==> config.mk <==
export PLATFORM = sky130hd
export DESIGN_NAME = noc_loaded
export DESIGN_NICKNAME = d
export VERILOG_FILES = /design/src/logic/noc_pkg.sv /design/src/logic/noc_loaded.sv /design/src/logic/master_module.sv /design/src/logic/pe_wrapper.sv /design/src/logic/ring_router.sv
export SDC_FILE = /design/constraint.sdc
export NUM_CORES = 2
export LEC_CHECK = 0
export ABC_AREA = 1
export BUFFER_PORTS_ARGS = -buffer_cell sky130_fd_sc_hd__buf_2
export CAP_MARGIN = 30
export CORE_MARGIN = 2
export CORE_UTILIZATION = 48
export DETAILED_ROUTE_END_ITERATION = 12
export SKIP_CTS_REPAIR_TIMING = 1
export SYNTH_ARGS = -nofsm -noshare
export SYNTH_HDL_FRONTEND = slang
export SYNTH_SLANG_ARGS = --single-unit
==> constraint.sdc <==
create_clock -name clk -period 36 [get_ports clk]
set_input_delay 9 -clock clk [delete_from_list [all_inputs] [get_ports clk]]
set_output_delay 9 -clock clk [all_outputs]
set_load 0.01 [all_outputs]
==> src/logic/noc_pkg.sv <==
package noc_pkg;

    // Ring size and field widths
    localparam int NODES = 5;
    localparam int NODEW = 3;
    localparam int LANES = 4;
    localparam int LANEW = 16;
    localparam int TAGW  = 8;

    typedef enum logic [1:0] {
        op_pass  = 2'd0,
        op_relu  = 2'd1,
        op_scale = 2'd2,
        op_sum   = 2'd3
    } op_e;

    // Lane 0 sits in the low bits
    typedef logic [LANES-1:0][LANEW-1:0] lanes_t;

    typedef struct packed {
        logic [NODEW-1:0] dest;
        logic [NODEW-1:0] src;
        op_e              op;
        logic             err;
        logic [TAGW-1:0]  tag;
        lanes_t           payload;
    } flit_t;

    typedef struct packed {
        logic [NODEW-1:0] dest;
        op_e              op;
        logic [TAGW-1:0]  tag;
        lanes_t           payload;
    } req_t;

    typedef struct packed {
        logic [NODEW-1:0] src;
        logic             err;
        logic [TAGW-1:0]  tag;
        lanes_t           payload;
    } rsp_t;

endpackage
==> src/logic/noc_loaded.sv <==
`timescale 1ns/1ps

module noc_loaded import noc_pkg::*; #(
    parameter int SCALE_SHIFT     = 1,
    parameter int PE_STAGES       = 2,
    parameter int MAX_OUTSTANDING = 4
) (
    input  logic clk,
    input  logic rst,

    input  logic req_valid,
    input  req_t req,
    output logic req_ready,

    output logic rsp_valid,
    output rsp_t rsp,
    input  logic rsp_ready
);

    // ring_* index n is router n's ring output
    logic [NODES-1:0] ring_valid;
    logic [NODES-1:0] ring_ready;
    flit_t            ring_flit [NODES];

    // inj_* feed router local inputs, ej_* leave router local outputs
    logic [NODES-1:0] inj_valid;
    logic [NODES-1:0] inj_ready;
    flit_t            inj_flit [NODES];
    logic [NODES-1:0] ej_valid;
    logic [NODES-1:0] ej_ready;
    flit_t            ej_flit [NODES];

    master_module #(
        .MAX_OUTSTANDING(MAX_OUTSTANDING)
    ) master_inst (
        .clk(clk), .rst(rst),
        .req_valid(req_valid), .req(req), .req_ready(req_ready),
        .rsp_valid(rsp_valid), .rsp(rsp), .rsp_ready(rsp_ready),
        .tx_valid(inj_valid[0]), .tx_flit(inj_flit[0]), .tx_ready(inj_ready[0]),
        .rx_valid(ej_valid[0]), .rx_flit(ej_flit[0]), .rx_ready(ej_ready[0])
    );

    for (genvar n = 0; n < NODES; n++) begin : g_router
        localparam int PREV = (n + NODES - 1) % NODES;

        ring_router #(
            .NODE_ID(n)
        ) router_inst (
            .clk(clk), .rst(rst),
            .ring_in_valid(ring_valid[PREV]), .ring_in_flit(ring_flit[PREV]),
            .ring_in_ready(ring_ready[PREV]),
            .local_in_valid(inj_valid[n]), .local_in_flit(inj_flit[n]),
            .local_in_ready(inj_ready[n]),
            .ring_out_valid(ring_valid[n]), .ring_out_flit(ring_flit[n]),
            .ring_out_ready(ring_ready[n]),
            .local_out_valid(ej_valid[n]), .local_out_flit(ej_flit[n]),
            .local_out_ready(ej_ready[n])
        );
    end

    for (genvar p = 1; p < NODES; p++) begin : g_pe
        pe_wrapper #(
            .SCALE_SHIFT(SCALE_SHIFT),
            .PE_STAGES(PE_STAGES)
        ) pe_inst (
            .clk(clk), .rst(rst),
            .in_valid(ej_valid[p]), .in_flit(ej_flit[p]), .in_ready(ej_ready[p]),
            .out_valid(inj_valid[p]), .out_flit(inj_flit[p]), .out_ready(inj_ready[p])
        );
    end

endmodule

==> src/logic/master_module.sv <==
`timescale 1ns/1ps

module master_module import noc_pkg::*; #(
    parameter int MAX_OUTSTANDING = 4
) (
    input  logic  clk,
    input  logic  rst,

    input  logic  req_valid,
    input  req_t  req,
    output logic  req_ready,

    output logic  rsp_valid,
    output rsp_t  rsp,
    input  logic  rsp_ready,

    output logic  tx_valid,
    output flit_t tx_flit,
    input  logic  tx_ready,

    input  logic  rx_valid,
    input  flit_t rx_flit,
    output logic  rx_ready
);

    localparam int CNTW = $clog2(MAX_OUTSTANDING + 1);

    logic [CNTW-1:0] count;
    logic            tx_free;
    logic            rsp_free;
    logic            req_take;
    logic            bad_dest;
    logic            reject;
    logic            send;
    logic            rx_take;
    logic            rsp_take;

    assign tx_free  = !tx_valid || tx_ready;
    assign rsp_free = !rsp_valid || rsp_ready;
    assign req_ready = (count < CNTW'(MAX_OUTSTANDING)) && tx_free && rsp_free;

    assign req_take = req_valid && req_ready;
    assign bad_dest = (req.dest == '0) || (req.dest >= NODEW'(NODES));
    assign reject   = req_take && bad_dest;
    assign send     = req_take && !bad_dest;

    // Rejected request takes the result slot, ring waits
    assign rx_ready = rsp_free && !reject;
    assign rx_take  = rx_valid && rx_ready;
    assign rsp_take = rsp_valid && rsp_ready;

    always_ff @(posedge clk) begin
        if (rst) begin
            count     <= '0;
            tx_valid  <= 1'b0;
            rsp_valid <= 1'b0;
        end else begin
            if (req_take && !rsp_take) begin
                count <= count + 1'b1;
            end else if (!req_take && rsp_take) begin
                count <= count - 1'b1;
            end
            if (send) begin
                tx_valid <= 1'b1;
            end else if (tx_ready) begin
                tx_valid <= 1'b0;
            end
            if (reject || rx_take) begin
                rsp_valid <= 1'b1;
            end else if (rsp_ready) begin
                rsp_valid <= 1'b0;
            end
        end
    end

    always_ff @(posedge clk) begin
        if (send) begin
            tx_flit <= '{dest: req.dest, src: '0, op: req.op, err: 1'b0,
                         tag: req.tag, payload: req.payload};
        end
        if (reject) begin
            rsp <= '{src: req.dest, err: 1'b1, tag: req.tag, payload: '0};
        end else if (rx_take) begin
            rsp <= '{src: rx_flit.src, err: rx_flit.err, tag: rx_flit.tag,
                     payload: rx_flit.payload};
        end
    end

    a_count_max: assert property (@(posedge clk) disable iff (rst)
        count <= CNTW'(MAX_OUTSTANDING));

endmodule

==> src/logic/pe_wrapper.sv <==
`timescale 1ns/1ps

module pe_wrapper import noc_pkg::*; #(
    parameter int SCALE_SHIFT = 1,
    parameter int PE_STAGES   = 2
) (
    input  logic  clk,
    input  logic  rst,

    input  logic  in_valid,
    input  flit_t in_flit,
    output logic  in_ready,

    output logic  out_valid,
    output flit_t out_flit,
    input  logic  out_ready
);

    logic [PE_STAGES-1:0] stg_valid;
    flit_t                stg_flit [PE_STAGES];
    lanes_t               res;
    flit_t                head;
    logic                 advance;

    // Whole pipeline freezes on a stalled output
    assign advance  = !(out_valid && !out_ready);
    assign in_ready = advance;

    always_comb begin
        res = in_flit.payload;
        case (in_flit.op)
            op_pass: res = in_flit.payload;
            op_relu: begin
                for (int i = 0; i < LANES; i++) begin
                    if (in_flit.payload[i][LANEW-1]) begin
                        res[i] = '0;
                    end
                end
            end
            op_scale: begin
                for (int i = 0; i < LANES; i++) begin
                    res[i] = in_flit.payload[i] << SCALE_SHIFT;
                end
            end
            op_sum: begin
                res = '0;
                for (int i = 0; i < LANES; i++) begin
                    res[0] = res[0] + in_flit.payload[i];
                end
            end
        endcase
    end

    // Result heads back to the master
    always_comb begin
        head         = in_flit;
        head.dest    = '0;
        head.src     = in_flit.dest;
        head.payload = res;
    end

    always_ff @(posedge clk) begin
        if (rst) begin
            stg_valid <= '0;
        end else if (advance) begin
            stg_valid[0] <= in_valid;
            for (int s = 1; s < PE_STAGES; s++) begin
                stg_valid[s] <= stg_valid[s-1];
            end
        end
    end

    always_ff @(posedge clk) begin
        if (advance) begin
            stg_flit[0] <= head;
            for (int s = 1; s < PE_STAGES; s++) begin
                stg_flit[s] <= stg_flit[s-1];
            end
        end
    end

    assign out_valid = stg_valid[PE_STAGES-1];
    assign out_flit  = stg_flit[PE_STAGES-1];

    a_out_hold: assert property (@(posedge clk) disable iff (rst)
        out_valid && !out_ready |=> out_valid && $stable(out_flit));

endmodule

==> src/logic/ring_router.sv <==
`timescale 1ns/1ps

module ring_router import noc_pkg::*; #(
    parameter int NODE_ID = 0
) (
    input  logic  clk,
    input  logic  rst,

    input  logic  ring_in_valid,
    input  flit_t ring_in_flit,
    output logic  ring_in_ready,

    input  logic  local_in_valid,
    input  flit_t local_in_flit,
    output logic  local_in_ready,

    output logic  ring_out_valid,
    output flit_t ring_out_flit,
    input  logic  ring_out_ready,

    output logic  local_out_valid,
    output flit_t local_out_flit,
    input  logic  local_out_ready
);

    logic ring_to_local;
    logic loc_to_local;
    logic ro_free;
    logic lo_free;
    logic ring_go;
    logic local_go;
    logic ro_load;
    logic lo_load;
    logic ro_from_ring;
    logic lo_from_ring;

    assign ring_to_local = (ring_in_flit.dest == NODEW'(NODE_ID));
    assign loc_to_local  = (local_in_flit.dest == NODEW'(NODE_ID));

    // Free only when empty, so ready never loops around the ring
    assign ro_free = !ring_out_valid;
    assign lo_free = !local_out_valid;

    assign ring_in_ready = ring_to_local ? lo_free : ro_free;
    assign ring_go       = ring_in_valid && ring_in_ready;

    // Injection yields to ring traffic aiming at the same output
    assign local_in_ready = (loc_to_local ? lo_free : ro_free) &&
                            !(ring_in_valid && (ring_to_local == loc_to_local));
    assign local_go       = local_in_valid && local_in_ready;

    assign ro_from_ring = ring_go && !ring_to_local;
    assign lo_from_ring = ring_go && ring_to_local;
    assign ro_load      = ro_from_ring || (local_go && !loc_to_local);
    assign lo_load      = lo_from_ring || (local_go && loc_to_local);

    always_ff @(posedge clk) begin
        if (rst) begin
            ring_out_valid  <= 1'b0;
            local_out_valid <= 1'b0;
        end else begin
            if (ro_load) begin
                ring_out_valid <= 1'b1;
            end else if (ring_out_ready) begin
                ring_out_valid <= 1'b0;
            end
            if (lo_load) begin
                local_out_valid <= 1'b1;
            end else if (local_out_ready) begin
                local_out_valid <= 1'b0;
            end
        end
    end

    always_ff @(posedge clk) begin
        if (ro_load) begin
            ring_out_flit <= ro_from_ring ? ring_in_flit : local_in_flit;
        end
        if (lo_load) begin
            local_out_flit <= lo_from_ring ? ring_in_flit : local_in_flit;
        end
    end

    a_ring_hold: assert property (@(posedge clk) disable iff (rst)
        ring_out_valid && !ring_out_ready |=> ring_out_valid && $stable(ring_out_flit));

    a_local_hold: assert property (@(posedge clk) disable iff (rst)
        local_out_valid && !local_out_ready |=> local_out_valid && $stable(local_out_flit));

    // Ejected flits must really belong here
    a_local_dest: assert property (@(posedge clk) disable iff (rst)
        lo_load |=> local_out_valid && local_out_flit.dest == NODEW'(NODE_ID));

endmodule

**Yosys cells after proc, flatten, opt, wreduce, memory -nomap -nowiden**

Memories as Yosys holds them, arrays and structs flattened.
Index checks and enable logic that the tools add are counted.

- $add $sub $neg: 14
- Multipliers: 0
- Divide/modulo/power cells: 0
- Magnitude comparators: 2
- Eq/ne operators: 29
- Shifts and indexed selects: 0
- Mux-type cells: 72
- Bitwise operators: 0
- Reduce and logical (&&, ||, !) cells: 120

Operators with widths:

| operator | count |
|---|---|
| case mux 64 bit (4 select lines) | 4 |
| two-way mux 81 bit | 9 |
| two-way mux 15 bit | 16 |
| adder 16 bit | 12 |
| two-way mux 76 bit | 2 |
| two-way mux 72 bit | 1 |
| logical AND 1 bit | 54 |
| two-way mux 1 bit | 38 |
| logical NOT 1 bit | 35 |
| nonzero test 2 bit | 10 |
| equality test 2 bit, second input constant | 8 |
| logical OR 1 bit | 14 |
| equality test 3 x 2 -> 1 bit, second input constant | 4 |
| logical NOT 3 bit | 3 |
| equality test 2 x 1 -> 1 bit, second input constant | 4 |
| logical NOT 2 bit | 4 |
| inequality test 2 bit, second input constant | 4 |
| equality test 3 x 1 -> 1 bit, second input constant | 2 |
| equality test 3 bit, second input constant | 2 |
| two-way mux 3 bit | 2 |
| equality test 1 bit | 5 |
| adder 3 x 1 -> 3 bit, second input constant | 1 |
| greater-or-equal comparator 3 bit, second input constant | 1 |
| less-than comparator 3 bit, second input constant | 1 |
| subtractor 3 x 1 -> 3 bit, second input constant | 1 |

- Flip-flop bits (word level): 969
- Latch bits: 0
- Bits in writable memories: 648
- Bits in read-only memories: 0
- Input bits: 81
- Output and inout port bits: 78
- Word-level logic and storage cells: 356
- Memories kept: 4

Memory list:

| name | words | bits a word | rd ports | clocked after Yosys merged registers in | write ports | RTL line | RTL |
|---|---|---|---|---|---|---|---|
| g_pe[1].pe_inst.stg_flit | 2 | 81 | 2 | 0 | 2 | pe_wrapper.sv:20 | `flit_t stg_flit [PE_STAGES];` |
| g_pe[2].pe_inst.stg_flit | 2 | 81 | 2 | 0 | 2 | pe_wrapper.sv:20 |  |
| g_pe[3].pe_inst.stg_flit | 2 | 81 | 2 | 0 | 2 | pe_wrapper.sv:20 |  |
| g_pe[4].pe_inst.stg_flit | 2 | 81 | 2 | 0 | 2 | pe_wrapper.sv:20 |  |

**Longest topological paths before layout**

- Depth in word-level cells: 15
- Mapped depth: 17
- Gate-level depth less buffers: 17

**Cells and area by module**

A second synthesis with hierarchy kept.

- Cell total of the unflattened synthesis: 6354
- Area, all modules: 73337.8 sq um

Modules (own cells, without submodules):

| module | instances | cells each | area an instance (sq um) | sequential area each (sq um) |
|---|---|---|---|---|
| pe_wrapper (g_pe[2].pe_inst ...) | 2 | 673 | 7885.1 | 4724.5 |
| ring_router (g_router[1].router_inst ...) | 2 | 636 | 7066.8 | 4904.7 |
| pe_wrapper (g_pe[1].pe_inst) | 1 | 672 | 8077.7 | 4724.5 |
| pe_wrapper (g_pe[4].pe_inst) | 1 | 676 | 8021.4 | 4724.5 |
| ring_router (g_router[0].router_inst) | 1 | 638 | 7369.6 | 4904.7 |
| ring_router (g_router[4].router_inst) | 1 | 634 | 7050.5 | 4904.7 |
| ring_router (g_router[3].router_inst) | 1 | 633 | 7046.8 | 4904.7 |
| master_module | 1 | 483 | 5868.1 | 4043.9 |

**Least setup slack after synthesis**

Ideal clock, no wire load.

- Kind: input to output
- Start: input port rsp_ready
- End: output port req_ready
- Data arrival time: 9.455 ns
- Required time: 27.000 ns
- Path slack: 17.545 ns
- Stages on the path: 4
- Buffers on the path: 0
- Path through: nor2_1 > nor2_1 > nand2_1 > inv_1

- Longest elaborated chain between the ends: 2

Ends and longest elaborated chain:

| element | RTL line | RTL |
|---|---|---|
| start: declaration | noc_loaded.sv:17 | `input logic rsp_ready` |
| logical OR 1 bit | master_module.sv:39 | `assign rsp_free = !rsp_valid \|\| rsp_ready;` |
| logical AND 1 bit | master_module.sv:40 | `assign req_ready = (count < CNTW'(MAX_OUTSTANDING)) && tx_free && rsp_free;` |
| end: declaration | noc_loaded.sv:13 | `output logic req_ready,` |

Every way passes these cells.

**Worst setup path in the final report**

Ends and elaborated chain as after synthesis.

==> reports/qor.txt <==
last weighted congestion value of the routability-driven placer: 0.886
filler cell count in the final layout: 11800
Total Routing Usage GR: 25.0%
number of sinks driven by the clock tree: 1593
Clock Tree Buf Depth: 3
global-route wire length before repair: 260 mm
Std-Cell Core Area: 139000 sq um
worst setup slack after placement: 17.17 ns
largest driver fanout on the critical path: 4
grt ovf: 0
Die Area: 143000 sq um
Main synth FF type: edfxtp_1
achievable clock frequency: 53.2 MHz
width of the chip: 378 um
Fin. Hold Viols: 0
setup slack after layout: 17.19 ns
Antenna Violating Nets Remaining: 0
Clock Tree Root: clkbuf_16
level count of the clock H-tree: 4
final cycle utilization of the critical path: 52.2%
most common cell after layout, fill and taps aside: edfxtp_1
EDFF count, synth: 1505
slew at the pin with the worst max-slew slack: 1.03 ns
die span in y: 378 um
LEAKAGE: 31.1 nW
Clk Latency, worst-skew pair: 0.80 ns
TritonCTS clock tree: done
layout overhead on the synthesized area: 12.3%
async set or reset register ratio after synthesis: 0%
met1 wire length: 76.6 mm
multi-input gate area in the final layout: 16100 sq um
vias: 42100
Syn. warnings: 0
slowest stage cell, crit path: nor2_1
maximum resistive drop on vdd: 41.1 uV
Detailed Route WL: 178 mm
detailed-routed wire length on met2: 81.7 mm
via count of the first global-routing pass: 39800
final worst path period need: 18.81 ns
Unique masters post-synth: 44
relative slew slack: 31.4%
highest routed metal layer: met5
Mapped Area: 67200 sq um
post-detailed-placement half-perimeter wirelength: 126 mm
1st-pass router iterations: 6
sequential area share after synthesis: 69.8%
top library cells by usage in the layout, fill and taps aside: edfxtp_1, nand2_1, inv_1, o21ai_0, nor2_1
Sequential Area: 47000 sq um
DRC violation count after routing: 0
ordered list of cells on the worst path: buf_2, nor2_1, nor2_1, nand2_1, inv_1, buf_2
max-cap violation count: 0
Slowest Stage Delay on Critical Path: 0.25 ns
mean cell area of the mapped netlist: 11.9 sq um
length of routed met3 wiring: 14.7 mm
start-to-end type of the worst setup path: input port to primary output
largest net degree at the start of global routing: 111
Port Buffers: 158
initial antenna violation count: 7
final setup vio count: 0
kind of start point of the critical path: input port
Arr. time, crit path: 9.81 ns
RSZ-0062 raised after global routing: false
detailed-route wire length per cell: 22.7 um
path category of the worst min-delay check: flip-flop to flip-flop
register clock-pin slew on the reported worst setup and hold paths: 0.06 ns
power density normalized to cell area: 51.1 nW/um^2
synthesized instance count: 5665
Required @ worst endpoint: 27.00 ns
status: complete, no violations
Setup TNS: 0 ns
layout cell share with drive strength beyond 1: 8.60%
site row count: 137
CTS Buf Count: 166
NumNets Final: 6116
vias per std cell: 5.35
endpoint kind of the worst setup timing path: primary output
io pins: 159
iteration-0 DRC count of the detailed router: 5157
Final Max Slew Viols: 0
total of flip-flops plus latches after synthesis: 1593
effective utilization at floorplan: 48.2%
clock tree skew after final layout: 0.0625 ns
[routing by layer]
| layer | vias up | global-route usage (%) |
|---|---|---|
| met2 | 1574 | 38.7 |
| li1 | 19600 | - |
| met1 | 20700 | 36.1 |
| met4 | 2 | 8.32 |
| met3 | 226 | 4.16 |
| met5 | - | 0 |
[report_power, final]
group	switching (W)	total, W	leakage [nW]	internal [W]
registers	0.0000196	0.00206	15.8	0.00204
logic	0.0000691	0.0000947	12.7	0.0000255
clock network	0.000732	0.00171	2.60	0.000974
total	0.000821	0.00386	31.1	0.00304
[registers in the layout (all words and copies together), names as in the netlist]
register	count
g_pe.pe_inst.stg_flit	624
g_pe.pe_inst.stg_valid	8
g_router.router_inst.local_out_flit	388
g_router.router_inst.local_out_valid	5
g_router.router_inst.ring_out_flit	405
g_router.router_inst.ring_out_valid	5
master_inst.count	3
master_inst.rsp	76
master_inst.rsp_valid	1
master_inst.tx_flit	77
master_inst.tx_valid	1
[per-stage QoR]
step	std cells	instance area, sq um	hold WS [ns]	utilization, %	total power [W]
finish	7867	75500	0.386	54.2	0.00386
global placement	7546	70000	0.400	50.2	0.00219
CTS	7865	75500	0.379	54.2	0.00389
floorplan	5671	67300	0.400	-	0.00214
detailed placement	7560	70100	0.405	50.3	0.00219
global route	7866	75500	0.395	54.2	0.00397
[Yosys cell counts, drive strengths merged (3+ instances only)]
library cell,n,area share (%)
a21o,5,0.056
a21oi,163,1.2
buf,94,0.84
clkbuf,121,0.68
clkinv,3,0.017
dfxtp,88,2.6
edfxtp,1505,67
fa,121,3.6
ha,61,1.1
inv,884,4.9
mux2,4,0.067
nand2,1275,7.1
nand3,100,0.76
nand3b,7,0.078
nand4,49,0.48
nor2,192,1.1
nor3,6,0.052
o2111ai,8,0.10
o21a,4,0.045
o21ai,746,5.6
o21bai,5,0.056
o221ai,20,0.26
o22ai,171,1.6
xnor2,10,0.13
xor2,12,0.16
[path summary, 6_finish.rpt]
check | start | end | slack [ns] | cells past startpoint
worst max-delay path | rsp_ready | req_ready | 17.19 | 6
worst min-delay path | g_pe[2].pe_inst.stg_flit[0][59] | g_pe[2].pe_inst.stg_flit[0][140] | 0.39 | 0
worst max register to register | g_router[3].router_inst.local_out_flit[1] | g_pe[3].pe_inst.stg_flit[0][15] | 32.35 | 17
worst min register to register | g_pe[2].pe_inst.stg_flit[0][59] | g_pe[2].pe_inst.stg_flit[0][140] | 0.39 | 0
[cells by family after synthesis]
logic type / after synthesis / synth area share, %
other cells: 1 / 0.00558
simple gates: 1634 / 9.66
compound gates: 1127 / 8.94
buf+inv: 1102 / 6.47
fa+ha+maj: 182 / 4.74
xor+xnor: 22 / 0.287
flops: 1593 / 69.8
mux: 4 / 0.0670
[worst max-delay path: cells and delay by family]
family | cells | cell delay [ns]
and+or+nand+nor | 3 | 0.50
buffers and inverters | 3 | 0.29
[area by class of cell]
cell class / count / share of cell area (%)
tap: 1876 / 3.11
antenna: 1 / 0.00331
multi-input combinational: 2976 / 21.3
sequential: 1593 / 62.2
inverter: 887 / 4.45
timing repair buffer: 229 / 1.84
clock buffer: 209 / 5.78
clock inverter: 96 / 1.33
(Power assumes the default switching activity.)
